File: config.mk
export PLATFORM = sky130hd
export DESIGN_NAME = pulse_core
export DESIGN_NICKNAME = d
export VERILOG_FILES = /design/src/design/pulse_pkg.sv /design/src/design/bus_pkg.sv /design/src/design/pulse_core.sv
export VERILOG_INCLUDE_DIRS = /design/src /design/src/design
export SDC_FILE = /design/constraint.sdc
export NUM_CORES = 1
export LEC_CHECK = 0
export ABC_AREA = 1
export BUFFER_PORTS_ARGS = -buffer_cell sky130_fd_sc_hd__buf_4
export CAP_MARGIN = 25
export CORE_ASPECT_RATIO = 0.75
export CORE_MARGIN = 4
export CORE_UTILIZATION = 29
export CTS_CLUSTER_SIZE = 16
export DETAILED_ROUTE_END_ITERATION = 6
export HOLD_SLACK_MARGIN = 0.1
export PLACE_DENSITY_LB_ADDON = 0.1
export SLEW_MARGIN = 30
export SYNTH_ARGS = -nofsm -noshare
export SYNTH_HDL_FRONTEND = slang
export SYNTH_SLANG_ARGS = --single-unit
File: constraint.sdc
create_clock -name dspif -period 16.9 [get_ports dspif]
set_input_delay 1.69 -clock dspif [delete_from_list [all_inputs] [get_ports dspif]]
set_output_delay 1.69 -clock dspif [all_outputs]
set_load 0.005 [all_outputs]
File: src/design/seq_defines.svh
`ifndef SEQ_DEFINES_SVH
`define SEQ_DEFINES_SVH

// Sequencer cores sharing the command memory.
`define N_CORES 2

// Word address into the 128-bit command memory.
`define CMD_ADDR_WIDTH 6

// Words per core region. Core i starts at word i*CORE_REGION.
`define CORE_REGION 32

// Per-core time counter.
`define TCNT_WIDTH 32

// Control and status register, just past the command words.
`define CTRL_ADDR 12'h400

`endif

File: src/design/pulse_pkg.sv
package pulse_pkg;

	typedef enum logic [3:0] {
		OP_HALT  = 4'h0,
		OP_PULSE = 4'h1
	} cmd_op_e;

	typedef struct packed {
		cmd_op_e     op;
		logic [31:0] timestamp;
		logic [23:0] env_word;
		logic [16:0] phase;
		logic [8:0]  freq;
		logic [15:0] amp;
		logic [3:0]  cfg;
		logic [21:0] reserved;
	} pulse_cmd_t;

	typedef struct packed {
		logic [23:0] env_word;
		logic [16:0] phase;
		logic [8:0]  freq;
		logic [15:0] amp;
		logic [3:0]  cfg;
	} pulse_t;

	// Low cfg bits. The value 3 selects no element.
	typedef enum logic [1:0] {
		QDRV = 2'd0,
		RDRV = 2'd1,
		RDLO = 2'd2
	} elem_sel_e;

	typedef struct packed {
		logic [1:0]  mode;
		logic [9:0]  envstart;
		logic [9:0]  envlength;
		logic [15:0] ampx;
		logic [8:0]  freqaddr;
		logic [16:0] pini;
	} qdrv_elem_t;

	// Readout drive and readout LO share this layout.
	typedef struct packed {
		logic [1:0]  mode;
		logic [11:0] envstart;
		logic [11:0] envlength;
		logic [15:0] ampx;
		logic [8:0]  freqaddr;
		logic [16:0] pini;
	} rdrv_elem_t;

endpackage

File: src/design/bus_pkg.sv
`include "seq_defines.svh"

package bus_pkg;
	import pulse_pkg::*;

	typedef struct packed {
		logic        psel;
		logic        penable;
		logic        pwrite;
		logic [11:0] paddr;
		logic [31:0] pwdata;
	} apb_req_t;

	typedef struct packed {
		logic        pready;
		logic [31:0] prdata;
		logic        pslverr;
	} apb_rsp_t;

	typedef struct packed {
		logic                       valid;
		logic [`CMD_ADDR_WIDTH-1:0] addr;
	} mem_rd_req_t;

	typedef struct packed {
		logic       valid;
		pulse_cmd_t data;
	} mem_rd_rsp_t;

endpackage

File: src/design/pulse_core.sv
`include "seq_defines.svh"

module pulse_core import bus_pkg::*, pulse_pkg::*; #(
	parameter int CORE_ID = 0
) (
	input  logic        dspif,
	input  logic        reset,
	input  logic        start,
	output mem_rd_req_t rd_req,
	input  logic        grant,
	input  mem_rd_rsp_t rd_rsp,
	output pulse_t      pulse,
	output logic        pulse_stb,
	output logic        done
);
	localparam int OFF_W = $clog2(`CORE_REGION);
	localparam logic [`CMD_ADDR_WIDTH-1:0] BASE = `CMD_ADDR_WIDTH'(CORE_ID * `CORE_REGION);

	typedef enum logic [2:0] {
		S_IDLE,
		S_FETCH,
		S_WAIT,
		S_READY,
		S_DONE
	} state_e;

	state_e state;
	logic [OFF_W-1:0] off_q;
	logic [`TCNT_WIDTH-1:0] tcnt;
	pulse_cmd_t cmd_q;
	logic is_pulse;
	logic fire;

	assign is_pulse = cmd_q.op == OP_PULSE;
	// A stale timestamp fires as soon as the command is in.
	assign fire = (state == S_READY) && is_pulse && (tcnt >= cmd_q.timestamp);

	always_ff @(posedge dspif) begin
		if (reset || start) begin
			tcnt <= '0;
		end else begin
			tcnt <= tcnt + 1'b1;
		end
	end

	always_ff @(posedge dspif) begin
		if (reset) begin
			state <= S_IDLE;
			off_q <= '0;
		end else if (start) begin
			state <= S_FETCH;
			off_q <= '0;
		end else begin
			case (state)
				S_FETCH: if (grant) state <= S_WAIT;
				S_WAIT: if (rd_rsp.valid) state <= S_READY;
				S_READY: begin
					if (!is_pulse) begin
						state <= S_DONE; // Unknown opcodes halt too.
					end else if (fire) begin
						off_q <= off_q + 1'b1;
						state <= (off_q == OFF_W'(`CORE_REGION - 1)) ? S_DONE : S_FETCH;
					end
				end
				default: state <= state;
			endcase
		end
	end

	always_ff @(posedge dspif) begin
		if (state == S_WAIT && rd_rsp.valid) begin
			cmd_q <= rd_rsp.data;
		end
	end

	assign rd_req = '{valid: state == S_FETCH, addr: BASE + `CMD_ADDR_WIDTH'(off_q)};
	assign pulse = '{
		env_word: cmd_q.env_word,
		phase:    cmd_q.phase,
		freq:     cmd_q.freq,
		amp:      cmd_q.amp,
		cfg:      cmd_q.cfg
	};
	assign pulse_stb = fire;
	assign done = state == S_DONE;

endmodule

==> results.cfg <==
[timing]
hold_ws_ns = 0.467
grt_setup_unrepaired = false
final_min_period_over_clock_period = 0.242
timing.final.max_slew_violations = 0
maxSlewHeadroom = 0.467
final.setup.worst_slack_ns = 12.81
achievable_clock_frequency_ghz = 0.244
worst_slew_pin_slew_ns = 0.800
report.final.setup_viol = 0
fin_setup_tns_ns = 0
final_period_minus_worst_setup_slack_ns = 4.09
clock-skew-final_ns = 0.00928
hold_viol_final = 0

[finish]
nNetsFinal = 897
layoutNonFillerInstCount = 1035
final.fill_count = 2204
area_delta_synth_final_pct = 27.8
ff_latch_area_um2 = 3980
layout.cell_area.non_filler_um2 = 8460
final_common_cell = sky130_fd_sc_hd__buf_4
num_antenna_cells = 0
layout-drive-gt1-share = 0.337
leading_cell_types_in_the_layout_fill_and_taps_excluded = 191 x sky130_fd_sc_hd__buf_4, 106 x sky130_fd_sc_hd__edfxtp_1, 77 x sky130_fd_sc_hd__inv_1, 77 x sky130_fd_sc_hd__nand2_1, 44 x sky130_fd_sc_hd__nor2_1
multi_input_comb_area_um2 = 1780

[cts]
cts.reportedPaths.clkPinSlew_ns = 0.06
clock_tree.root_cell = sky130_fd_sc_hd__clkbuf_16
clock_tree.htree_level_count = 4
cts.repair.resized = 0
clock_latency_ns = 0.41
cts.hold.buffers_added = 0
tritoncts = done
cts_buffers = 17
cts_sink_count = 146
buffers_inserted_during_post_cts_setup_optimization = 0
ctsLongestPathBuffers = 2

[detailed_routing]
drt_pre_antenna_iters = 4
num_vias = 4235
postRouteWirelength_um = 13400
drc = 0
via_per_inst = 4.09
route.detailed.wl_per_inst_um = 12.9
drt-initial-drc-count = 196
postRouteAntennaNets = 0

[critical_path]
ff2ff_path_depth = 12
kind_of_launch_point_of_the_worst_setup_path = register
required_ns = 15.21
critical_path_start_end_classification = register to primary output
ff2ff_setup_slack_ns = 14.73
type_of_destination_of_the_critical_path = primary output
cp_max_fanout = 7
crit_arrival_ns = 2.40
regToRegStartpoint = cmd_q[123]$_DFFE_PP_
rr_endpoint = off_q[2]$_SDFFE_PP0P_

[grt]
number_of_antenna_violations_at_the_first_check_in_global_routing = 0
grt-ovfl-total = 0
number_of_global_route_vias_before_repair = 4341
grt_util_all_layers = 0.110
grt_max_degree = 63
grt_first_pass_wirelength_um = 22000

[job]
max-cap-violations = 0

[place]
place.detailed.hpwl_um = 10100
numPlacedInstances = 1004
pre_cts_ws_ns = 13.21
io_buffer_count = 188
dpl_cell_area_um2 = 7870
gp_congestion = 0.821

[logic_synthesis]
postSynth.asyncResetShare = 0
synthesis.area_per_instance_um2 = 11.1
synth-edff-count = 106
synthFlopType = sky130_fd_sc_hd__edfxtp_1
ys_ff_latch = 146
ys.warnings.count = 0
netlist_area_um2 = 6620
yosysUniqueCellTypes = 35
synth.yosys.seq_area_share = 0.602
synthesis.nets = 762
netlist_instances = 594

[power]
total_switching_power_w = 0.000157
power.internal_w = 0.000638
pwr-share-clk = 0.475
power.static_leakage_nw = 3.44
p_seq_frac = 0.488
pwr_density_cell_nw_per_um2 = 94.1
power.combinational.fraction = 0.037
switching_share = 0.198
max-vdd-ir-drop_uv = 51.3

[floorplan]
core_region_area_um2 = 22200
total_die_area_um2 = 25300
die_wd_um = 182
rows = 47
die_height_um = 139
floorplan.initialDensity = 0.298
top_level_ports = 212

[hold_path]
timing.hold.worst_path_depth = 1
min_from = tcnt[0]$_SDFF_PP0_
min_delay_worst_endpoint = tcnt[0]$_SDFF_PP0_
min_delay_worst_type = register to register

[run_status]
result_of_the_run = complete, no violations
==> worst max-delay path by stage <==
stage / startpoint / end / slack, ns
after global routing: cmd_q[123]$_DFFE_PP_ / pulse_stb / 12.51
after floorplan: rd_rsp[128] / cmd_q[100]$_DFFE_PP_ / 7.28
after CTS: tcnt[7]$_SDFF_PP0_ / pulse_stb / 12.75
after detailed placement: tcnt[7]$_SDFF_PP0_ / pulse_stb / 13.21
after global placement: tcnt[7]$_SDFF_PP0_ / pulse_stb / 13.19
final: cmd_q[123]$_DFFE_PP_ / pulse_stb / 12.81
==> power by group through the flow <==
stage | clock, W | combinational (W) | sequential [W]
CTS | 0.000394 | 0.0000300 | 0.000388
finish | 0.000378 | 0.0000294 | 0.000388
global placement | 0 | 0.0000292 | 0.000396
detailed placement | 0 | 0.0000299 | 0.000396
global route | 0.000409 | 0.0000326 | 0.000388
floorplan | 0 | 0.00000842 | 0.000396
==> cells in the mapped netlist (6+ instances only) <==
cell / instances / area share
sky130_fd_sc_hd__edfxtp_1: 106 / 0.48
sky130_fd_sc_hd__inv_1: 78 / 0.044
sky130_fd_sc_hd__nand2_1: 77 / 0.044
sky130_fd_sc_hd__buf_4: 71 / 0.081
sky130_fd_sc_hd__nor2_1: 44 / 0.025
sky130_fd_sc_hd__dfxtp_1: 40 / 0.12
sky130_fd_sc_hd__a21oi_1: 35 / 0.026
sky130_fd_sc_hd__ha_1: 35 / 0.066
sky130_fd_sc_hd__nor3_1: 20 / 0.015
sky130_fd_sc_hd__o21ai_0: 14 / 0.011
sky130_fd_sc_hd__nand4_1: 10 / 0.0095
sky130_fd_sc_hd__nand3_1: 9 / 0.0068
sky130_fd_sc_hd__o21a_1: 6 / 0.0068
==> kinds of logic after synthesis <==
logic type	synth area share
buffers and inverters	0.130
other	0.000567
AND/OR/NAND/NOR	0.145
flip-flops	0.602
adder cells (fa/ha/maj)	0.0662
XOR/XNOR	0.00927
AO/OA/AOI/OAI	0.0467
==> per-stage QoR <==
step | power [W] | util
4_1_cts | 0.000812 | 0.381
2_1_floorplan | 0.000405 | -
3_5_place_dp | 0.000426 | 0.354
3_3_place_gp | 0.000425 | 0.354
5_1_grt | 0.000830 | 0.381
6_report | 0.000796 | 0.381
==> layer usage <==
metal,up-vias,share of wire,track usage
li1,2193,-,-
met1,1907,0.47,0.147
met2,123,0.44,0.160
met3,12,0.080,0.0472
met4,0,0.0092,0.0355
met5,-,0,0
==> worst max-delay path, stage by stage (launching register included) <==
cell                       delay [ns]
sky130_fd_sc_hd__edfxtp_1        0.33
sky130_fd_sc_hd__inv_1           0.05
sky130_fd_sc_hd__ha_1            0.28
sky130_fd_sc_hd__nand2_1         0.07
sky130_fd_sc_hd__nor2_1          0.16
sky130_fd_sc_hd__nand2_1         0.14
sky130_fd_sc_hd__a21oi_1         0.33
sky130_fd_sc_hd__nor2_1          0.12
sky130_fd_sc_hd__nand2_1         0.09
sky130_fd_sc_hd__nand2_1         0.13
sky130_fd_sc_hd__inv_1           0.16
sky130_fd_sc_hd__buf_4           0.13
==> final cells by class <==
| class | count | share of cell area |
|---|---|---|
| clock inverters | 13 | 0.0191 |
| flip-flops and latches | 146 | 0.471 |
| repair buffers | 191 | 0.170 |
| clock buffers | 18 | 0.0507 |
| inverters | 81 | 0.0359 |
| well taps | 294 | 0.0435 |
| multi-input cells | 292 | 0.210 |
==> sequential cells by signal, indices dropped and copies added (netlist names) <==
signal  cells
cmd_q      36
off_q       5
pulse      70
state       3
tcnt       32
No activity file was read; power rests on OpenSTA's default activity.
