[config.mk]
export PLATFORM = sky130hd
export DESIGN_NAME = elem_router
export DESIGN_NICKNAME = d
export VERILOG_FILES = /design/src/design/pulse_pkg.sv /design/src/design/elem_router.sv
export SDC_FILE = /design/constraint.sdc
export NUM_CORES = 1
export LEC_CHECK = 0
export BUFFER_PORTS_ARGS = -buffer_cell sky130_fd_sc_hd__buf_4
export CAP_MARGIN = 10
export CORE_AREA = 2 2 114 116
export DETAILED_ROUTE_END_ITERATION = 10
export DIE_AREA = 0 0 116 118
export GPL_TIMING_DRIVEN = 0
export HOLD_SLACK_MARGIN = 0.15
export PLACE_DENSITY = 0.83
export SYNTH_ARGS = -nofsm -noshare
export SYNTH_HDL_FRONTEND = slang
export SYNTH_SLANG_ARGS = --single-unit
export TNS_END_PERCENT = 100
[constraint.sdc]
create_clock -name dspif -period 11.36 [get_ports dspif]
set_clock_uncertainty 0.05 [all_clocks]
set_input_delay 1.136 -clock dspif [delete_from_list [all_inputs] [get_ports dspif]]
set_output_delay 1.136 -clock dspif [all_outputs]
set_load 0.05 [all_outputs]
[src/design/pulse_pkg.sv]
package pulse_pkg;

	typedef enum logic [3:0] {
		OP_HALT  = 4'h0,
		OP_PULSE = 4'h1
	} cmd_op_e;

	typedef struct packed {
		cmd_op_e     op;
		logic [31:0] timestamp;
		logic [23:0] env_word;
		logic [16:0] phase;
		logic [8:0]  freq;
		logic [15:0] amp;
		logic [3:0]  cfg;
		logic [21:0] reserved;
	} pulse_cmd_t;

	typedef struct packed {
		logic [23:0] env_word;
		logic [16:0] phase;
		logic [8:0]  freq;
		logic [15:0] amp;
		logic [3:0]  cfg;
	} pulse_t;

	// Low cfg bits. The value 3 selects no element.
	typedef enum logic [1:0] {
		QDRV = 2'd0,
		RDRV = 2'd1,
		RDLO = 2'd2
	} elem_sel_e;

	typedef struct packed {
		logic [1:0]  mode;
		logic [9:0]  envstart;
		logic [9:0]  envlength;
		logic [15:0] ampx;
		logic [8:0]  freqaddr;
		logic [16:0] pini;
	} qdrv_elem_t;

	// Readout drive and readout LO share this layout.
	typedef struct packed {
		logic [1:0]  mode;
		logic [11:0] envstart;
		logic [11:0] envlength;
		logic [15:0] ampx;
		logic [8:0]  freqaddr;
		logic [16:0] pini;
	} rdrv_elem_t;

endpackage

[src/design/elem_router.sv]
module elem_router import pulse_pkg::*; (
	input  logic       dspif,
	input  logic       reset,
	input  pulse_t     pulse,
	input  logic       pulse_stb,
	output qdrv_elem_t qdrv,
	output logic       qdrv_stb,
	output rdrv_elem_t rdrv,
	output logic       rdrv_stb,
	output rdrv_elem_t rdlo,
	output logic       rdlo_stb
);
	elem_sel_e sel;
	qdrv_elem_t qdrv_next;
	rdrv_elem_t rd_next;

	assign sel = elem_sel_e'(pulse.cfg[1:0]);

	assign qdrv_next = '{
		mode:      pulse.cfg[3:2],
		envstart:  pulse.env_word[9:0],
		envlength: pulse.env_word[21:12],
		ampx:      pulse.amp,
		freqaddr:  pulse.freq,
		pini:      pulse.phase
	};

	// Readout elements take the wider envelope slices.
	assign rd_next = '{
		mode:      pulse.cfg[3:2],
		envstart:  pulse.env_word[11:0],
		envlength: pulse.env_word[23:12],
		ampx:      pulse.amp,
		freqaddr:  pulse.freq,
		pini:      pulse.phase
	};

	always_ff @(posedge dspif) begin
		if (reset) begin
			qdrv_stb <= 1'b0;
			rdrv_stb <= 1'b0;
			rdlo_stb <= 1'b0;
		end else begin
			qdrv_stb <= pulse_stb && (sel == QDRV);
			rdrv_stb <= pulse_stb && (sel == RDRV);
			rdlo_stb <= pulse_stb && (sel == RDLO);
		end
	end

	always_ff @(posedge dspif) begin
		if (pulse_stb) begin
			case (sel)
				QDRV: qdrv <= qdrv_next;
				RDRV: rdrv <= rd_next;
				RDLO: rdlo <= rd_next;
				default: ; // Selector 3 drops the pulse.
			endcase
		end
	end

endmodule

==> run_results.csv, run 1 <==
group,metric,value,unit
run_status,status,"finished clean",
setup_path,end_kind,"output port",
synthesis,synthAdderAreaFrac,0,
min_path,min_path_type,"in2reg",
floorplan,die-area,13700,µm²
routing,drt-initial-drc-count,191,
synthesis,synthXorXnorAreaFrac,0,
setup_path,start_kind,"flip-flop",
pwr,p_int,1.25,mW
synthesis,syn_inst,209,
synthesis,synth_top_area_share,0.979,
synthesis,synth.avg_cell_area,29.3,µm²
sta,setup_tns,0,ps
min_path,min_from,"reset",
setup_path,cpMaxStageDelayCell,"edfxtp_1",
clock_network,cts_buffers,19,
min_path,hold_depth,2,
floorplan,ioPinCount,276,
floorplan,core-area,12400,µm²
routing,routed_wl,13300,µm
clock_network,ctsHtreeMaxLevel,1,
synthesis,syn-num-nets,282,
sta,fmax,0.441,GHz
sta,post-route-period-util,0.200,
setup_path,crit_arrival,1080,ps
clock_network,cts_setup_buffers,0,
sta,tightest_slew,578,ps
routing,route.detailed.drc,0,
placement,pre_cts_slack,8660,ps
floorplan,dieHeight,118,µm
placement,postPlaceCellArea,8540,µm²
global_routing,overflow,0,
clock_network,cts_buffer_depth,3,
synthesis,synthMuxAreaShare,0,
setup_path,max_stage_delay,410,ps
setup_path,crit_fanout,1,
synthesis,synthSimpleGateAreaFrac,0.0110,
clock_network,cts_resized,0,
routing,drt_first_pass_iters,4,
synthesis,synth_compound_area_frac,0,
synthesis,ys_ff_latch,203,
pwr,pwr-share-clk,0.346,
pwr,p_switching,0.411,mW
global_routing,antenna_found_initial,1,
synthesis,syn_area,6130,µm²
finish,nNetsFinal,586,
clock_network,clkSinkCount,203,
pwr,power.leakage,3.54,nW
sta,fin_crit,2270,ps
sta,setup_viol_count_final,0,
finish,n_fill_cell,733,
setup_path,worstSetupPathType,"reg2out",
pwr,p_per_area,182,nW/µm²
placement,io_buffers,275,
sta,fin_hold_ws,796,ps
finish,drive_above_1_share,0.599,
placement,place.gp.congestion,0.732,
finish,final_util,0.734,
floorplan,start_util,0.494,
pwr,peakVddDrop,0.148,mV
synthesis,yosysWarnings,0,
synthesis,ys_seq_area_frac,0.989,
synthesis,synth_top_family_by_area,"simple AND/OR/NAND/NOR gates",
clock_network,path_clk_slew,60,ps
sta,setup_slack,9090,ps
routing,wl_per_cell,19.1,µm
sta,hold_viol_final,0,
min_path,hold_end,"qdrv_stb$_SDFF_PP0_",
clock_network,cts_root_buf,"clkbuf_16",
clock_network,cts_tree,"done",
routing,via_per_inst,4.77,
finish,area_growth_syn_to_layout,48.6,%
global_routing,grtUsageTotal,0.189,
setup_path,required,10170,ps
synthesis,synthTopCellsByArea,"edfxtp_1 (98%), dfxtp_1 (0.98%), and4bb_2 (0.41%)",
sta,maxSlewViolCount,0,
synthesis,ys_types,6,
floorplan,die_x,116,µm
pwr,swShare,0.247,
finish,design_area,9110,µm²
synthesis,yosysTopAreaCell,"edfxtp_1",
pwr,seq_power_share,0.525,
setup_path,path_buf_inv,1,
global_routing,grt_pass1_wl,19700,µm
routing,antenna_left,0,
global_routing,grt_pass1_vias,3530,
sta,rsz0062_at_grt,"false",
floorplan,rows,41,
job,cap_violations,0,
setup_path,path_cells,"buf_4",
routing,vias,3337,
clock_network,ctsHoldBuffers,0,
sta,slew_headroom,0.614,
placement,place_hpwl,9690,µm
pwr,pwr-share-comb,0.130,
global_routing,grt_max_degree,42,
setup_path,crit_family,"flip-flops",
## state kept, by name, summed over array words and instances (netlist names)
register	cells
rdrv_stb	1
rdlo	68
rdlo_stb	1
qdrv_stb	1
rdrv	68
qdrv	64
## power by group through the flow
stage / registers, mW / logic, mW / clock network (mW)
2_1_floorplan: 1.01 / 0.00815 / 0
3_3_place_gp: 0.889 / 0.209 / 0
3_5_place_dp: 0.889 / 0.217 / 0
4_1_cts: 0.873 / 0.217 / 0.588
5_1_grt: 0.875 / 0.222 / 0.613
6_report: 0.872 / 0.216 / 0.575
## synth_stat cells (all sizes together)
cell type  count
and4bb         2
dfxtp          3
and3b          2
edfxtp       200
nor4b          1
nor3b          1
## logic make-up (layout without fill, tap and decap cells)
| kind of cell | count (synthesis) | in the layout |
|---|---|---|
| other cells | 0 | 1 |
| simple gates | 6 | 6 |
| flops | 203 | 203 |
| buf+inv | 0 | 317 |
## how the worst max path moves through the flow
stage	from	endpoint	cells after the start	slack [ps]
after global routing	rdrv[3]$_DFFE_PP_	rdrv[3]	1	9060
final	qdrv[3]$_DFFE_PP_	qdrv[3]	1	9090
after detailed placement	pulse[1]	qdrv[14]$_DFFE_PP_	5	8660
after global placement	pulse[0]	qdrv[34]$_DFFE_PP_	2	2110
after floorplan	pulse[1]	qdrv[0]$_DFFE_PP_	1	4890
after CTS	qdrv[3]$_DFFE_PP_	qdrv[3]	1	9070
## metal layers
metal  GRT usage  share of wire  up-vias
met2       0.346           0.54      197
met1       0.201           0.33     1637
met5           0              0        -
li1            -              -     1464
met4      0.0632          0.029        0
met3      0.0644           0.10       39
## final cells by class
type	instances	area [µm²]	share of cell area
Sequential cell	203	6070	0.666
Tap cell	172	215	0.0236
Clock buffer	21	483	0.0530
Multi-Input combinational cell	6	77.6	0.00851
Antenna cell	1	2.50	0.000275
Clock inverter	13	88.8	0.00975
Timing Repair Buffer	283	2180	0.239
## cells in the final DEF (no fill, tap or decap), drive strengths merged
| cell | count |
|---|---|
| dfxtp | 3 |
| clkinvlp | 1 |
| clkbuf | 21 |
| inv | 1 |
| clkinv | 10 |
| nor3b | 1 |
| diode | 1 |
| bufinv | 1 |
| nor4b | 1 |
| buf | 283 |
| and4bb | 2 |
| edfxtp | 200 |
| and3b | 2 |
## per-stage QoR
| step | total power, mW | std cells |
|---|---|---|
| 6_report | 1.66 | 699 |
| 5_1_grt | 1.71 | 698 |
| 4_1_cts | 1.68 | 698 |
| 3_5_place_dp | 1.11 | 664 |
| 3_3_place_gp | 1.10 | 656 |
| 2_1_floorplan | 1.02 | 209 |
Power figures use the tool's default switching activity.
==> run 2: changes to the inputs <==
Settings changed: CORE_AREA 2 2 114 116 to 2 2 124 126, DIE_AREA 0 0 116 118 to 0 0 126 128, PLACE_DENSITY 0.83 to 0.75.
Clock period 11.36 ns to 1.95 ns, I/O delays scaled along.
==> run_results.csv, run 2 (same netlist as run 1, synthesis figures left out) <==
group,metric,value,unit
placement,io_buffers,275,
global_routing,antenna_found_initial,1,
setup_path,crit_fanout,41,
sta,rsz0062_at_grt,"false",
finish,regArea,6070,µm²
placement,place.gp.congestion,0.740,
sta,slew_headroom,0.647,
clock_network,ctsHtreeMaxLevel,1,
finish,drive_above_1_share,0.522,
setup_path,path_cells,"dlygate4sd3_1 -> buf_4 -> and3b_4 -> buf_12",
global_routing,grt_pass1_vias,3834,
floorplan,core-area,14900,µm²
setup_path,end_kind,"flip-flop",
sta,post-route-period-util,0.917,
sta,tightest_slew,530,ps
global_routing,met2_usage,0.295,
setup_path,cpMaxStageDelayCell,"and3b_4",
setup_path,required,2050,ps
floorplan,die-area,16100,µm²
pwr,peakVddDrop,0.758,mV
floorplan,die_x,126,µm
placement,postPlaceCellArea,8550,µm²
floorplan,rows,45,
routing,wl_per_cell,18.4,µm
global_routing,grtUsageTotal,0.167,
finish,multiInputGateArea,83.8,µm²
sta,setup_viol_count_final,0,
sta,hold_viol_final,0,
setup_path,max_stage_delay,630,ps
global_routing,gr-max-usage-layer,"met2",
floorplan,start_util,0.413,
clock_network,cts_root_buf,"clkbuf_16",
routing,route.detailed.drc,0,
global_routing,use_met1,0.192,
finish,n_fill_cell,960,
global_routing,met3_usage,0.0530,
min_path,hold_end,"rdrv[31]$_DFFE_PP_",
clock_network,cts_tree,"done",
floorplan,ioPinCount,276,
clock_network,cts_buffer_depth,3,
sta,maxSlewViolCount,0,
clock_network,clkSinkCount,203,
global_routing,grt_max_degree,42,
setup_path,start_kind,"primary input",
finish,final_cell_mix,"buf_4 (281), edfxtp_1 (200), dlygate4sd3_1 (75)",
placement,pre_cts_slack,149,ps
clock_network,cts_resized,0,
pwr,power.leakage,3.88,nW
finish,design_area,9920,µm²
finish,nNetsFinal,666,
finish,area_growth_syn_to_layout,61.7,%
routing,vias,3635,
setup_path,crit_arrival,1880,ps
sta,fmax,0.559,GHz
global_routing,overflow,0,
run_status,status,"finished clean",
routing,via_per_inst,4.58,
setup_path,worstSetupPathType,"in2reg",
placement,place_hpwl,9530,µm
clock_network,cts_buffers,20,
finish,final_common_cell,"buf_4",
min_path,min_path_type,"in2reg",
routing,routed_wl,14600,µm
min_path,hold_depth,2,
job,cap_violations,0,
routing,drt_first_pass_iters,4,
routing,drt-initial-drc-count,191,
pwr,p_per_area,993,nW/µm²
sta,fin_crit,1790,ps
finish,reg_top3,"rdlo x68, rdrv x68, qdrv x64",
global_routing,grt_pass1_wl,21100,µm
min_path,min_from,"pulse[9]",
routing,antenna_left,0,
floorplan,dieHeight,128,µm
clock_network,path_clk_slew,60,ps
sta,setup_slack,162,ps
[run 2: power by group]
| part | internal, mW | switching [mW] | total [mW] |
|---|---|---|---|
| clock network | 1.96 | 1.42 | 3.38 |
| registers | 5.02 | 0.0619 | 5.09 |
| logic | 0.454 | 0.932 | 1.39 |
[run 2: final cells by class]
type | instances | share of cell area
clock buffer | 28 | 0.0556
clock inverter | 5 | 0.00202
multi-input combinational | 6 | 0.00845
antenna | 1 | 0.000252
timing repair buffer | 362 | 0.298
sequential | 203 | 0.612
tap | 188 | 0.0237
[run 2: worst max-delay path by stage]
stage / end / cells after the start / from
floorplan: qdrv[0]$_DFFE_PP_ / 1 / pulse_stb
global placement: qdrv[48]$_DFFE_PP_ / 2 / pulse[1]
detailed placement: qdrv[14]$_DFFE_PP_ / 4 / pulse[1]
CTS: qdrv[18]$_DFFE_PP_ / 5 / pulse[1]
global route: rdrv[53]$_DFFE_PP_ / 4 / pulse[1]
finish: rdrv[53]$_DFFE_PP_ / 4 / pulse[1]
[run 2: repair_timing]
action | 4_1_cts | 5_1_grt
hold buffers | 75 | 0
buffers inserted | 0 | 6
hold endpoints to repair | 210 | 0
setup endpoints to repair | 0 | 18
[run 2: through the flow]
stage | instances | util | setup TNS [ps] | hold WS, ps | total power [mW]
final | 793 | 0.667 | 0 | 403 | 9.85
after global placement | 672 | 0.568 | -136320 | 330 | 6.40
after floorplan | 209 | - | -24710 | 216 | 5.92
after global routing | 793 | 0.667 | 0 | 394 | 10.2
after detailed placement | 678 | 0.575 | 0 | 333 | 6.44
after CTS | 786 | 0.664 | 0 | 387 | 9.93
[run 2: per-layer routing]
metal / wire, µm / vias to the layer above
met4: 379 / 0
li1: - / 1628
met5: 0 / -
met1: 5230 / 1773
met3: 1340 / 35
met2: 7620 / 199
[run 2: worst max-delay path: cells and delay by family]
| kind | cells | cell delay (ps) |
|---|---|---|
| simple gates | 1 | 630 |
| buf+inv | 3 | 1010 |
==> run 3: changes to the inputs <==
Settings changed: ABC_AREA set to 1, PLACE_DENSITY 0.75 to 0.82.
==> run_results.csv, run 3 <==
group,metric,value,unit
global_routing,grtUsageTotal,0.169,
sta,tightest_slew,682,ps
synthesis,yosysTopAreaCell,"edfxtp_1",
synthesis,synth_ff_type,"edfxtp_1",
routing,routed_wl,14500,µm
setup_path,end_kind,"flip-flop",
synthesis,ys_top_cells_by_count,"edfxtp_1 (200), nor2_1 (4), dfxtp_1 (3), nand2_1 (3), nor3_1 (2)",
global_routing,antenna_found_initial,0,
finish,final_common_cell,"buf_4",
floorplan,dieHeight,128,µm
finish,nNetsFinal,663,
global_routing,overflow,0,
sta,hold_viol_final,0,
setup_path,worstSetupPathType,"in2reg",
sta,fin_crit,1840,ps
synthesis,synthMostInstantiatedCell,"edfxtp_1",
floorplan,start_util,0.411,
synthesis,syn_area,6110,µm²
routing,route.detailed.drc,0,
global_routing,grt_max_degree,38,
routing,drt-initial-drc-count,222,
floorplan,ioPinCount,276,
setup_path,crit_fanout,14,
pwr,peakVddDrop,0.880,mV
setup_path,crit_arrival,1800,ps
finish,area_growth_syn_to_layout,61.8,%
clock_network,cts_tree,"done",
run_status,status,"finished clean",
finish,design_area,9880,µm²
routing,drt_first_pass_iters,4,
synthesis,yosysWarnings,0,
synthesis,ys_ff_latch,203,
sta,post-route-period-util,0.943,
synthesis,synthArstFlopShare,0,
sta,rsz0062_at_grt,"false",
finish,final_cells,791,
synthesis,syn_inst,213,
routing,wl_per_cell,18.4,µm
placement,postPlaceCellArea,8520,µm²
synthesis,ys_seq_area_frac,0.993,
pwr,power.leakage,3.86,nW
clock_network,clkSinkCount,203,
placement,place_hpwl,9440,µm
setup_path,start_kind,"primary input",
clock_network,cts_buffer_depth,3,
sta,setup_viol_count_final,0,
placement,io_buffers,275,
routing,vias,3603,
floorplan,die_x,126,µm
sta,maxSlewViolCount,0,
finish,reg_top3,"rdlo x68, rdrv x68, qdrv x64",
floorplan,core-area,14900,µm²
clock_network,cts_root_buf,"clkbuf_16",
clock_network,cts_buffers,20,
clock_network,cts_resized,0,
synthesis,synth_top_area_share,0.984,
global_routing,grt_pass1_wl,21000,µm
synthesis,ys_types,6,
min_path,min_path_type,"in2reg",
clock_network,ctsHtreeMaxLevel,1,
routing,via_per_inst,4.55,
finish,final_cell_mix,"buf_4 (275), edfxtp_1 (200), dlygate4sd3_1 (74)",
job,cap_violations,0,
placement,place.gp.congestion,0.783,
synthesis,synthTopCellsByArea,"edfxtp_1 (98%), dfxtp_1 (0.98%), nor2_1 (0.25%)",
routing,antenna_left,0,
synthesis,synth.avg_cell_area,28.7,µm²
sta,fmax,0.544,GHz
floorplan,rows,45,
sta,slew_headroom,0.543,
synthesis,syn-num-nets,286,
synthesis,synth-edff-count,200,
global_routing,grt_pass1_vias,3768,
placement,dp.cells,681,
floorplan,die-area,16100,µm²
pwr,p_per_area,1010,nW/µm²
setup_path,required,1910,ps
clock_network,path_clk_slew,60,ps
finish,insertedDiodeCount,0,
finish,drive_above_1_share,0.519,
-- run 3: worst paths after layout --
check / startpoint / endpoint / slack, ps / cells past startpoint
setup / recovery: pulse[1] / qdrv[8]$_DFFE_PP_ / 110 / 5
hold / removal: pulse_stb / rdlo[10]$_DFFE_PP_ / 230 / 3
-- run 3: final cells by class --
cell class	instances	area, µm²
Clock inverter	8	41.3
Fill cell	934	4980
Multi-Input combinational cell	9	51.3
Clock buffer	27	568
Timing Repair Buffer	354	2910
Tap cell	188	235
Timing Repair inverter	1	5.00
Inverter	1	7.51
Sequential cell	203	6070
-- run 3: logic make-up after synthesis --
| logic type | count (synthesis) | synth area share |
|---|---|---|
| DFF | 203 | 0.993 |
| and+or+nand+nor | 9 | 0.00594 |
| buffers and inverters | 1 | 0.000614 |
-- run 3: critical path, cell delays in order --
cell,delay (ps)
dlygate4sd3_1,550
buf_4,150
nor2_1,50
nand2_1,210
clkinvlp_2,640
-- run 3: where the power goes --
group	switching, mW	internal [mW]
logic	0.936	0.443
registers	0.0613	5.02
clock network	1.47	2.04
total	2.46	7.51
-- run 3: what timing repair did --
item / 4_1_cts / 5_1_grt
hold endpoints to repair: 219 / 0
hold buffers: 74 / 0
endpoints found under the setup margin: 0 / 37
setup buffers: 0 / 0
-- run 3: per-layer routing --
metal | share of wire | vias up | GRT usage
met1 | 0.34 | 1725 | 0.184
met3 | 0.11 | 37 | 0.0680
met5 | 0 | - | 0
met2 | 0.53 | 225 | 0.297
li1 | - | 1616 | -
met4 | 0.029 | 0 | 0.0646
-- run 3: through the flow --
step	worst slack, ps	util	hold slack (ps)	setup TNS, ps	power (mW)
3_5_place_dp	103	0.573	330	0	6.43
2_1_floorplan	196	-	217	0	5.92
4_1_cts	63.2	0.664	181	0	10.1
6_report	111	0.665	232	0	9.97
5_1_grt	64.0	0.665	230	0	10.3
3_3_place_gp	-519	0.567	326	-98730	6.39
